## src/rtl/merge_pkg.sv

```systemverilog
package merge_pkg;

    // payload word
    localparam int data_width  = 16;

    // fifo pointer width sets the depth
    localparam int addr_width  = 3;
    localparam int fifo_depth  = 1 << addr_width;   // 8 entries

    // occupancy needs one extra bit to reach fifo_depth
    localparam int count_width = addr_width + 1;

    // ********************************************************************
    // merger fsm encodings
    // ********************************************************************
    localparam logic [1:0] st_idle   = 2'd0;    // free to pick a lane
    localparam logic [1:0] st_ack_hi = 2'd1;    // req up until ack rises
    localparam logic [1:0] st_ack_lo = 2'd2;    // req down until ack drops

endpackage

```

## src/rtl/fifo_core.sv

```systemverilog
`timescale 1ns/1ps

// standard fifo, read data one cycle behind pop
module fifo_core (
    input  logic                              clk,
    input  logic                              rst_n,
    input  logic                              flush,
    input  logic                              push,
    input  logic                              pop,
    input  logic [merge_pkg::data_width-1:0]  din,
    output logic [merge_pkg::data_width-1:0]  dout,
    output logic                              empty,
    output logic                              full,
    output logic [merge_pkg::count_width-1:0] count
);
    import merge_pkg::*;

    // ********************************************************************
    // pointers and qualified strobes
    // ********************************************************************
    logic [addr_width-1:0] wr_ptr;
    logic [addr_width-1:0] rd_ptr;
    logic                  push_ok;       // push that actually stores
    logic                  pop_ok;        // pop that actually reads

    assign push_ok = push && !full;       // push while full dropped
    assign pop_ok  = pop && !empty;       // pop while empty dropped

    // flags come straight from the count
    assign full  = (count == count_width'(fifo_depth));
    assign empty = (count == '0);

    always_ff @(posedge clk or negedge rst_n) begin
        if (!rst_n) begin
            wr_ptr <= '0;
            rd_ptr <= '0;
            count  <= '0;
        end else if (flush) begin         // sync clear, wins over push/pop
            wr_ptr <= '0;
            rd_ptr <= '0;
            count  <= '0;
        end else begin
            if (push_ok) begin
                wr_ptr <= wr_ptr + 1'b1;  // wraps at depth
            end
            if (pop_ok) begin
                rd_ptr <= rd_ptr + 1'b1;
            end
            case ({push_ok, pop_ok})
                2'b10:   count <= count + 1'b1;
                2'b01:   count <= count - 1'b1;
                default: count <= count;  // both or neither
            endcase
        end
    end

    // ********************************************************************
    // storage
    // ********************************************************************
    fifo_ram fifo_ram_inst (
        .clk     (clk),
        .wr_en   (push_ok),
        .wr_addr (wr_ptr),
        .wr_data (din),
        .rd_en   (pop_ok),
        .rd_addr (rd_ptr),
        .rd_data (dout)       // valid the cycle after pop_ok
    );

endmodule

```

## src/rtl/fifo_fwft.sv

```systemverilog
`timescale 1ns/1ps

// head word stays visible on dout while empty is low
module fifo_fwft (
    input  logic                              clk,
    input  logic                              rst_n,
    input  logic                              flush,
    input  logic                              push,
    input  logic                              pop,
    input  logic [merge_pkg::data_width-1:0]  din,
    output logic [merge_pkg::data_width-1:0]  dout,
    output logic                              empty,
    output logic                              full,
    output logic [merge_pkg::count_width-1:0] count
);
    import merge_pkg::*;

    logic                  core_pop;      // prefetch strobe into core
    logic                  core_empty;
    logic [data_width-1:0] core_dout;
    logic                  dout_valid;    // head word present

    // prefetch when head slot free or being taken this cycle
    assign core_pop = !core_empty && (!dout_valid || pop);
    assign empty    = !dout_valid;
    assign dout     = core_dout;          // ram output holds the head

    always_ff @(posedge clk or negedge rst_n) begin
        if (!rst_n) begin
            dout_valid <= 1'b0;
        end else if (flush) begin
            dout_valid <= 1'b0;           // drop the head too
        end else if (core_pop) begin
            dout_valid <= 1'b1;           // next word arrives on this edge
        end else if (pop) begin
            dout_valid <= 1'b0;           // head taken, nothing behind it
        end
    end

    // ********************************************************************
    // underlying fifo
    // ********************************************************************
    fifo_core fifo_core_inst (
        .clk   (clk),
        .rst_n (rst_n),
        .flush (flush),
        .push  (push),
        .pop   (core_pop),
        .din   (din),
        .dout  (core_dout),
        .empty (core_empty),
        .full  (full),                    // core full, head slot not counted
        .count (count)
    );

endmodule

```

## src/rtl/fifo_ram.sv

```systemverilog
`timescale 1ns/1ps

// simple dual-port storage with one write and one registered read port
module fifo_ram (
    input  logic                             clk,
    input  logic                             wr_en,
    input  logic [merge_pkg::addr_width-1:0] wr_addr,
    input  logic [merge_pkg::data_width-1:0] wr_data,
    input  logic                             rd_en,
    input  logic [merge_pkg::addr_width-1:0] rd_addr,
    output logic [merge_pkg::data_width-1:0] rd_data
);
    import merge_pkg::*;

    // ********************************************************************
    // storage
    // ********************************************************************
    logic [data_width-1:0] mem [fifo_depth];   // one word per slot

    // write port
    always_ff @(posedge clk) begin
        if (wr_en) begin
            mem[wr_addr] <= wr_data;            // lands on this edge
        end
    end

    // ********************************************************************
    // read port
    // ********************************************************************
    // data shows up one cycle after rd_en
    // holds its last value between reads so the fwft head stays put
    always_ff @(posedge clk) begin
        if (rd_en) begin
            rd_data <= mem[rd_addr];
        end
    end

endmodule

```

## src/rtl/lane_merger.sv

```systemverilog
`timescale 1ns/1ps

// round-robin pick of two fwft lanes onto a four-phase req/ack port
module lane_merger (
    input  logic                             clk,
    input  logic                             rst_n,
    input  logic [merge_pkg::data_width-1:0] dout_a,
    input  logic                             empty_a,
    input  logic [merge_pkg::data_width-1:0] dout_b,
    input  logic                             empty_b,
    output logic                             pop_a,
    output logic                             pop_b,
    output logic                             out_req,
    input  logic                             out_ack,
    output logic [merge_pkg::data_width-1:0] out_data,
    output logic                             out_lane
);
    import merge_pkg::*;

    // ********************************************************************
    // lane choice
    // ********************************************************************
    logic [1:0]            state;
    logic                  last_lane;     // 0 = a served last, 1 = b
    logic                  any_ready;
    logic                  sel_lane;      // lane picked this cycle
    logic                  take;          // idle and something to take
    logic [data_width-1:0] sel_data;

    assign any_ready = !empty_a || !empty_b;

    // only one lane ready -> that one, both -> not the last one served
    always_comb begin
        if (empty_a) begin
            sel_lane = 1'b1;
        end else if (empty_b) begin
            sel_lane = 1'b0;
        end else begin
            sel_lane = !last_lane;
        end
    end

    assign sel_data = sel_lane ? dout_b : dout_a;
    assign take     = (state == st_idle) && any_ready;

    // pop lands on the same edge the word is latched
    assign pop_a = take && !sel_lane;
    assign pop_b = take && sel_lane;

    // ********************************************************************
    // handshake fsm
    // ********************************************************************
    always_ff @(posedge clk or negedge rst_n) begin
        if (!rst_n) begin
            state     <= st_idle;
            out_req   <= 1'b0;
            out_lane  <= 1'b0;
            last_lane <= 1'b1;            // lane a gets the first tie
        end else begin
            case (state)
                st_idle: begin
                    if (any_ready) begin
                        out_req   <= 1'b1;
                        out_lane  <= sel_lane;
                        last_lane <= sel_lane;
                        state     <= st_ack_hi;
                    end
                end
                st_ack_hi: begin
                    if (out_ack) begin    // sink has the word
                        out_req <= 1'b0;
                        state   <= st_ack_lo;
                    end
                end
                st_ack_lo: begin
                    if (!out_ack) begin   // phase four done
                        state <= st_idle;
                    end
                end
                default: begin
                    out_req <= 1'b0;
                    state   <= st_idle;
                end
            endcase
        end
    end

    // payload, only moves when a lane is taken
    always_ff @(posedge clk) begin
        if (take) begin
            out_data <= sel_data;
        end
    end

endmodule

```

## src/rtl/merge_top.sv

```systemverilog
`timescale 1ns/1ps

// two lane fifos feeding the merger
module merge_top (
    input  logic                              clk,
    input  logic                              rst_n,
    input  logic                              flush,
    input  logic                              push_a,
    input  logic [merge_pkg::data_width-1:0]  din_a,
    output logic                              full_a,
    output logic [merge_pkg::count_width-1:0] count_a,
    input  logic                              push_b,
    input  logic [merge_pkg::data_width-1:0]  din_b,
    output logic                              full_b,
    output logic [merge_pkg::count_width-1:0] count_b,
    output logic                              out_req,
    input  logic                              out_ack,
    output logic [merge_pkg::data_width-1:0]  out_data,
    output logic                              out_lane
);
    import merge_pkg::*;

    // ********************************************************************
    // fifo to merger wiring
    // ********************************************************************
    logic [data_width-1:0] dout_a;
    logic [data_width-1:0] dout_b;
    logic                  empty_a;
    logic                  empty_b;
    logic                  pop_a;
    logic                  pop_b;

    fifo_fwft lane_a_fifo (
        .clk   (clk),
        .rst_n (rst_n),
        .flush (flush),
        .push  (push_a),
        .pop   (pop_a),
        .din   (din_a),
        .dout  (dout_a),
        .empty (empty_a),
        .full  (full_a),
        .count (count_a)
    );

    fifo_fwft lane_b_fifo (
        .clk   (clk),
        .rst_n (rst_n),
        .flush (flush),
        .push  (push_b),
        .pop   (pop_b),
        .din   (din_b),
        .dout  (dout_b),
        .empty (empty_b),
        .full  (full_b),
        .count (count_b)
    );

    lane_merger lane_merger_inst (
        .clk      (clk),
        .rst_n    (rst_n),
        .dout_a   (dout_a),
        .empty_a  (empty_a),
        .dout_b   (dout_b),
        .empty_b  (empty_b),
        .pop_a    (pop_a),
        .pop_b    (pop_b),
        .out_req  (out_req),
        .out_ack  (out_ack),
        .out_data (out_data),
        .out_lane (out_lane)   // 0 = lane a, 1 = lane b
    );

endmodule

```

## config.mk

```make
export PLATFORM = sky130hd
export DESIGN_NAME = merge_top
export DESIGN_NICKNAME = d
export VERILOG_FILES = /design/src/rtl/merge_pkg.sv /design/src/rtl/fifo_core.sv /design/src/rtl/fifo_fwft.sv /design/src/rtl/fifo_ram.sv /design/src/rtl/lane_merger.sv /design/src/rtl/merge_top.sv
export SDC_FILE = /design/constraint.sdc
export NUM_CORES = 1
export LEC_CHECK = 0
export ABC_CLOCK_PERIOD_IN_PS = 2600
export BUFFER_PORTS_ARGS = -buffer_cell sky130_fd_sc_hd__buf_2
export CAP_MARGIN = 20
export CELL_PAD_IN_SITES_DETAIL_PLACEMENT = 0
export CELL_PAD_IN_SITES_GLOBAL_PLACEMENT = 1
export CORE_AREA = 2 2 167 169
export DETAILED_ROUTE_END_ITERATION = 12
export DIE_AREA = 0 0 169 171
export PLACE_DENSITY_LB_ADDON = 0.1
export SLEW_MARGIN = 20
export SYNTH_ARGS = -nofsm -noshare
export SYNTH_HDL_FRONTEND = slang
export SYNTH_SLANG_ARGS = --single-unit
```

## constraint.sdc

```tcl
create_clock -name clk -period 2.6 [get_ports clk]
set_input_delay 0.13 -clock clk [delete_from_list [all_inputs] [get_ports clk]]
set_output_delay 0.13 -clock clk [all_outputs]
set_load 0.05 [all_outputs]
```

* Yosys cells after proc, flatten, opt, wreduce, memory -nomap -nowiden *
Memory sizes are Yosys's and may differ from the RTL's. A register that Yosys moved wholly into a read port is not among the register bits.
Index checks and enable logic that the tools add are counted.

storage, ports and cells
  output and inout port bits = 28
  register bits = 43
  RAM bits = 256
  memories = 2

memory list
  memory                                        words  bits a word  read ports  clocked after Yosys merged registers in  write ports  RTL line        source
  lane_a_fifo.fifo_core_inst.fifo_ram_inst.mem  8      16           1           1                                        1            fifo_ram.sv:18  logic [data_width-1:0] mem [fifo_depth];
  lane_b_fifo.fifo_core_inst.fifo_ram_inst.mem  8      16           1           1                                        1            fifo_ram.sv:18

cells by class
  eq/ne operators = 11
  mux-type cells = 32
  bitwise operators = 1
  reduce and logical (&&, ||, !) cells = 34
  add/sub/neg operators = 8

operator list
  kind                                                                     number
  3-bit two-way mux                                                        8
  16-bit two-way mux                                                       1
  4-bit case mux with 2 select lines                                       2
  1-bit two-way mux                                                        14
  3-bit by 1-bit adder with 3-bit output, second input constant            4
  3-bit nonzero test                                                       4
  1-bit logical AND                                                        9
  4-bit by 1-bit adder with 4-bit output, second input constant            2
  4-bit == test, second input constant                                     2
  1-bit logical NOT                                                        8
  4-bit logical NOT                                                        2
  4-bit two-way mux                                                        2
  2-bit nonzero test                                                       4
  4-bit by 1-bit subtractor with 4-bit output, second input constant       2
  2-bit by 1-bit == test with 1-bit output, second input constant          3
  2-bit == test, second input constant                                     3
  2-bit two-way mux                                                        3
  2-bit case mux with 3 select lines                                       1
  3-bit AND reduction                                                      2
  2-bit inequality test, second input constant                             2
  1-bit logical OR                                                         3
  1-bit case mux with 3 select lines                                       1
  2-bit logical NOT                                                        1
  2-bit by 1-bit inequality test with 1-bit output, second input constant  1
  other kinds (2)                                                          2

* Depth between registers and ports, before layout *
  depth after elaboration = 11
  depth in mapped cells = 10

* Hierarchy *
A second synthesis with hierarchy kept.

unflattened totals
  cell total of the unflattened synthesis = 625
  area, all modules = 13296.5 µm²

modules (own cells, without submodules)
  module       cells each  area each (µm²)  instances  seq. area each (µm²)
  fifo_ram     214         5454.0           2          4324.1
  fifo_core    65          658.1            2          250.2
  lane_merger  57          972.2            1          606.8
  fifo_fwft    5           50.0             2          25.0

* Worst setup path before layout *
OpenSTA, ideal clock, no wires.

  kind = reg2reg
  start point = reg lane_b_fifo.fifo_core_inst.count[1] in the netlist's numbering
  end point = reg lane_b_fifo.fifo_core_inst.count[3] in the netlist's numbering
  setup time = 0.128 ns
  cell stages (with the launch flop) = 11
  period minus slack after synthesis = 3.497 ns
  path slack = -0.897 ns
  data arrival time = 3.369 ns
  path through = dfrtp_1 nor4b_2 nand2b_1 buf_4 and2_1 ha_1 a21o_1 a21oi_1 nor3_1 a21oi_1 mux2_1

between the ends
  elaborated cells on any way between the ends = 14
  those cells by class = 2 x add/sub; 3 x eq/ne; 2 x mux; 7 x reduce/logical

RTL lines
  what                                                                              RTL line         source
  start: declaration                                                                fifo_core.sv:14  output logic [merge_pkg::count_width-1:0] count
  start signal: assignment                                                          fifo_core.sv:50  2'b10: count <= count + 1'b1;
  start signal: assignment                                                          fifo_core.sv:51  2'b01: count <= count - 1'b1;
  start signal: assignment                                                          fifo_core.sv:52  default: count <= count;
  4-bit == test (*)                                                                 fifo_core.sv:30  assign full = (count == count_width'(fifo_depth));
  net full_b                                                                        merge_top.sv:14  output logic full_b,
  1-bit logical NOT (*)                                                             fifo_core.sv:26  assign push_ok = push && !full;
  1-bit logical AND (*)                                                             fifo_core.sv:26
  2-bit by 1-bit == test with 1-bit output / 2-bit == test (equally long branches)  fifo_core.sv:49  case ({push_ok, pop_ok})
  4-bit case mux with 2 select lines                                                fifo_core.sv:49
  4-bit two-way mux                                                                 fifo_core.sv:38  end else if (flush) begin

The timed path passes the listed nets; every way through them passes the cells marked *.
A chain may end at the register's enable or synchronous reset.

* Worst setup path after layout *
  start point = reg lane_merger_inst.state[1]
  end point = reg lane_a_fifo.fifo_core_inst.count[3] in the netlist's numbering

between the ends
  longest elaborated chain between the ends = 9
  elaborated cells on any way between the ends = 11
  those cells by class = 2 x eq/ne; 2 x mux; 7 x reduce/logical

ends and longest elaborated chain
  what                                                                              RTL line           source
  start: declaration                                                                lane_merger.sv:23  logic [1:0] state;
  start signal: assignment                                                          lane_merger.sv:55  state <= st_idle;
  start signal: assignment                                                          lane_merger.sv:66  state <= st_ack_hi;
  start signal: assignment                                                          lane_merger.sv:72  state <= st_ack_lo;
  2-bit logical NOT (*)                                                             lane_merger.sv:44  assign take = (state == st_idle) && any_ready;
  1-bit logical AND (*)                                                             lane_merger.sv:44
  1-bit logical AND (*)                                                             lane_merger.sv:47  assign pop_a = take && !sel_lane;
  1-bit logical OR (*)                                                              fifo_fwft.sv:24    assign core_pop = !core_empty && (!dout_valid || pop);
  1-bit logical AND (*)                                                             fifo_fwft.sv:24
  1-bit logical AND (*)                                                             fifo_core.sv:27    assign pop_ok = pop && !empty;
  2-bit by 1-bit == test with 1-bit output / 2-bit == test (equally long branches)  fifo_core.sv:49
  4-bit case mux with 2 select lines                                                fifo_core.sv:49
  4-bit two-way mux                                                                 fifo_core.sv:38
  end signal: assignment                                                            fifo_core.sv:50
  end signal: assignment                                                            fifo_core.sv:51
  end signal: assignment                                                            fifo_core.sv:52
  end: declaration                                                                  fifo_core.sv:14

Every way passes the cells marked *; elsewhere a longest branch is shown, timed or not.

==> metrics.md <==
| Metric | Value |
|---|---|
| Outcome | finished, final reports clean |
| Switching part of the total | 30.2% |
| Critical Path AT | 2.83 ns |
| Psw | 5.12 mW |
| Vias per std cell | 5.45 |
| Fin worst setup slack | 0.170 ns |
| Leakage Power | 5.17 nW |
| Drt wl/cell | 21.6 um |
| Post-Synthesis Cells | 600 |
| Core Footprint | 27300 um^2 |
| VDD IR-drop max | 0.000814 V |
| Critical Path Sink Type | register |
| Post-route ant nets | 0 |
| Largest net degree at the start of global routing | 35 |
| CP max stage cell | dfrtp_1 |
| Final Cycle Share | 93.5% |
| DRT iter0 DRCs | 350 |
| Setup-failing EPs final | 0 |
| DRC | 0 |
| Seq pwr share | 43.2% |
| Initial antenna violation count | 1 |
| Design Power | 16.9 mW |
| Initial Util | 46.9% |
| Area grow syn2layout | 19.4% |
| Slew @ Worst Pin | 0.715 ns |
| MaxCap Viol Count | 0 |
| F_max | 411 MHz |
| GR Overflow Total | 0 |
| Post-Syn Nets | 648 |
| Die area | 28900 um^2 |
| Clock root buffer | clkbuf_16 |
| Largest cells by area after synthesis | edfxtp_1, mux4_2, dfrtp_1 |
| Max Slew Vio Count | 0 |
| Asr flop ratio synth | 8.16% |
| Endpoint with the worst hold slack | lane_b_fifo.fifo_core_inst.wr_ptr[2] |
| Main synth FF type | edfxtp_1 |
| Layout cell share with drive strength beyond 1 | 37.7% |
| Port Buffers | 65 |
| Crit Path Class | register to register |
| Dpl cell area | 13800 um^2 |
| Req. time, crit path | 3.00 ns |
| Compound-cell area share of the yosys netlist | 1.63% |
| P_int | 11.8 mW |
| Die H | 171 um |
| Hold WC Path Type | input port to register |
| Hold Slack | 0.0664 ns |
| Tot GR Track Use | 17.1% |
| PwrDens | 1110 nW/um^2 |
| Row cnt | 61 |
| Cell area after layout | 15300 um^2 |
| Number of synthesized flops with an enable pin | 304 |
| Avg Cell Area, Syn | 21.3 um^2 |
| Clk_lat worst skew | 0.51 ns |
| Reg-to-Reg End | lane_a_fifo.fifo_core_inst.count[3] |
| Clock skew after layout | 0.0124 ns |
| Synthesis-stage register bit count | 331 |
| H-tree Lvls | 2 |
| Critical Path Fanout Max | 6 |
| Final #Nets | 788 |
| FF-to-FF setup slack | 0.17 ns |
| Total CTS buffers | 35 |
| Synth Area in XOR/XNOR | 0.879% |
| Worst r2r src | lane_merger_inst.state[1] |
| First-pass GRT wire length | 36700 um |
| Number of distinct library cells after synthesis | 48 |
| Setup_tns | 0 ns |
| GP Congestion | 0.777 |
| Clk network pwr share | 28.4% |
| Hpwl dp | 13900 um |
| Min-delay src | flush |
| Reg2Reg Depth | 8 |
| Pre-Repair DR Iteration Count | 4 |
| Clk slew on worst S/H paths | 0.06 ns |
| Vias in the first global route | 6280 |
| Hold path cells | 2 |
| Post-Syn Area | 12800 um^2 |
| Main combinational cell family by area after synthesis | multiplexers |
| RSZ-0062 raised after global routing | no |
| Yosys top cell by area | edfxtp_1 |
| Slew margin rel. | 52.2% |
| Die Width | 169 um |
| Gate power share | 28.3% |
| Period minus WS final | 2.43 ns |
| Post-CTS setup buffer count | 0 |
| Clk buf depth | 3 |
| Largest stage delay, worst path | 0.42 ns |
| Final-report hold violation count | 0 |
| Via Count | 6050 |
| Crit path launch type | register |
| Worst slack, placed | 0.140 ns |
| Final WL | 24000 um |
| CTS tree | built |
| Top-area cell type share of the netlist area | 71.3% |
| YS warnings | 0 |
| Crit path cell chain | nor2_1 > a21bo_4 > and3_1 > ha_4 > a21o_1 > a21oi_2 > mux2i_1 > mux2_4 |
| Num Clock Sinks | 331 |
| Layout fillers | 2071 |
| I/O Pins | 66 |
| Post-Synth Simple-Gate Area | 2.97% |
| Register area share after synthesis | 76.6% |
| Mux contribution to synthesized area | 15.9% |
| Post-Synth Adder-Cell Area | 1.09% |
-- how the worst max path moves through the flow --
| stage | end | slack [ns] | depth (start not counted) | startpoint |
|---|---|---|---|---|
| final | lane_a_fifo.fifo_core_inst.count[3] | 0.17 | 8 | lane_merger_inst.state[1] |
| after global routing | lane_a_fifo.fifo_core_inst.count[3] | 0.05 | 8 | lane_merger_inst.state[1] |
| after CTS | lane_b_fifo.fifo_core_inst.count[3] | 0.1 | 9 | lane_b_fifo.fifo_core_inst.count[1] |
| after detailed placement | lane_b_fifo.fifo_core_inst.count[3] | 0.14 | 9 | lane_b_fifo.fifo_core_inst.count[1] |
| after global placement | lane_b_fifo.fifo_core_inst.count[3] | 0.19 | 9 | lane_b_fifo.fifo_core_inst.count[1] |
| after floorplan | lane_b_fifo.fifo_core_inst.count[3] | -0.37 | 10 | lane_b_fifo.fifo_core_inst.count[2] |
-- per-stage QoR --
step                utilization (%)  instances
floorplan                         -        600
global route                   56.0       1111
detailed placement             50.6       1015
global placement               50.6       1015
finish                         56.0       1111
CTS                            55.9       1110
-- sequential cells by signal, summed over array words and instances, names as in the netlist --
name,count
lane_a_fifo.dout_valid,1
lane_a_fifo.fifo_core_inst.rd_ptr,3
lane_merger_inst.out_lane,1
lane_a_fifo.fifo_core_inst.wr_ptr,3
lane_a_fifo.fifo_core_inst.fifo_ram_inst.mem,128
lane_merger_inst.out_data,16
lane_b_fifo.dout_valid,1
lane_b_fifo.fifo_core_inst.rd_ptr,3
lane_b_fifo.fifo_core_inst.fifo_ram_inst.mem,128
lane_merger_inst.state,2
lane_a_fifo.fifo_core_inst.fifo_ram_inst.rd_data,16
lane_merger_inst.last_lane,1
lane_b_fifo.fifo_core_inst.count,4
lane_b_fifo.fifo_core_inst.fifo_ram_inst.rd_data,16
lane_merger_inst.out_req,1
lane_a_fifo.fifo_core_inst.count,4
lane_b_fifo.fifo_core_inst.wr_ptr,3
-- kinds of logic after synthesis --
| group | count (synthesis) |
|---|---|
| XOR/XNOR | 12 |
| AND/OR/NAND/NOR | 76 |
| multiplexers | 117 |
| flip-flops | 331 |
| adder cells (fa/ha/maj) | 10 |
| buffers and inverters | 27 |
| AO/OA/AOI/OAI | 27 |
-- power groups by stage --
stage | Sequential (mW) | Clock (mW) | Combinational (mW)
after floorplan | 8.03 | 0 | 2.85
after global placement | 7.38 | 0 | 4.73
after detailed placement | 7.42 | 0 | 4.82
after CTS | 7.32 | 4.95 | 4.89
after global routing | 7.41 | 5.15 | 5.19
final | 7.32 | 4.81 | 4.80
-- critical path: cells and delay by family (launching register included) --
kind,cells,cell delay (ns)
simple gates,2,0.59
mux,2,0.58
compound gates,3,0.49
flops,1,0.42
fa+ha+maj,1,0.24
-- placed cells by master (no fill, tap or decap), drive strengths merged, types with 3 or more instances in the layout --
master         n
nand2b         6
nor2          25
xnor2          6
a21o           4
bufinv         4
nor4           3
clkbuf        44
ha             8
mux2i          3
dlygate4sd3   34
mux4          64
inv            5
a21oi         10
edfxtp       304
o21ai          3
nand2         16
xor2           6
mux2          50
clkinv         8
buf           94
a31oi          3
and2           4
dfrtp         26
nor3          14
-- cell usage after synthesis (6+ instances only) --
master      n
buf_2       7
a21oi_1     9
mux2_2     48
clkbuf_1   13
nor3_1     13
nor2_1     25
xor2_1      6
nand2_1    16
ha_1        8
mux4_2     64
dfrtp_1    26
edfxtp_1  304
-- area by class of cell --
class / count / area, um^2 / share of cell area, %
multi-input cells: 242 / 3010 / 19.7
clock inverters: 17 / 199 / 1.30
repair buffers: 128 / 908 / 5.94
diodes: 1 / 2.50 / 0.0164
clock buffers: 44 / 910 / 5.95
flip-flops and latches: 331 / 9820 / 64.2
well taps: 346 / 433 / 2.83
inverters: 2 / 7.51 / 0.0491
-- per-layer routing --
| metal | vias up | part of all wire [%] | track usage, % |
|---|---|---|---|
| li1 | 2724 | - | - |
| met1 | 3162 | 46 | 24.2 |
| met2 | 121 | 48 | 27.7 |
| met3 | 43 | 3.9 | 3.17 |
| met4 | 0 | 2.3 | 4.94 |
| met5 | - | 0 | 0 |
-- what timing repair did --
item                                    in CTS  in global routing
resized for setup                            0                  2
endpoints found under the setup margin       0                  2
hold buffers                                34                  0
endpoints found under the hold margin      285                  0
No activity file was read; power rests on OpenSTA's default activity.
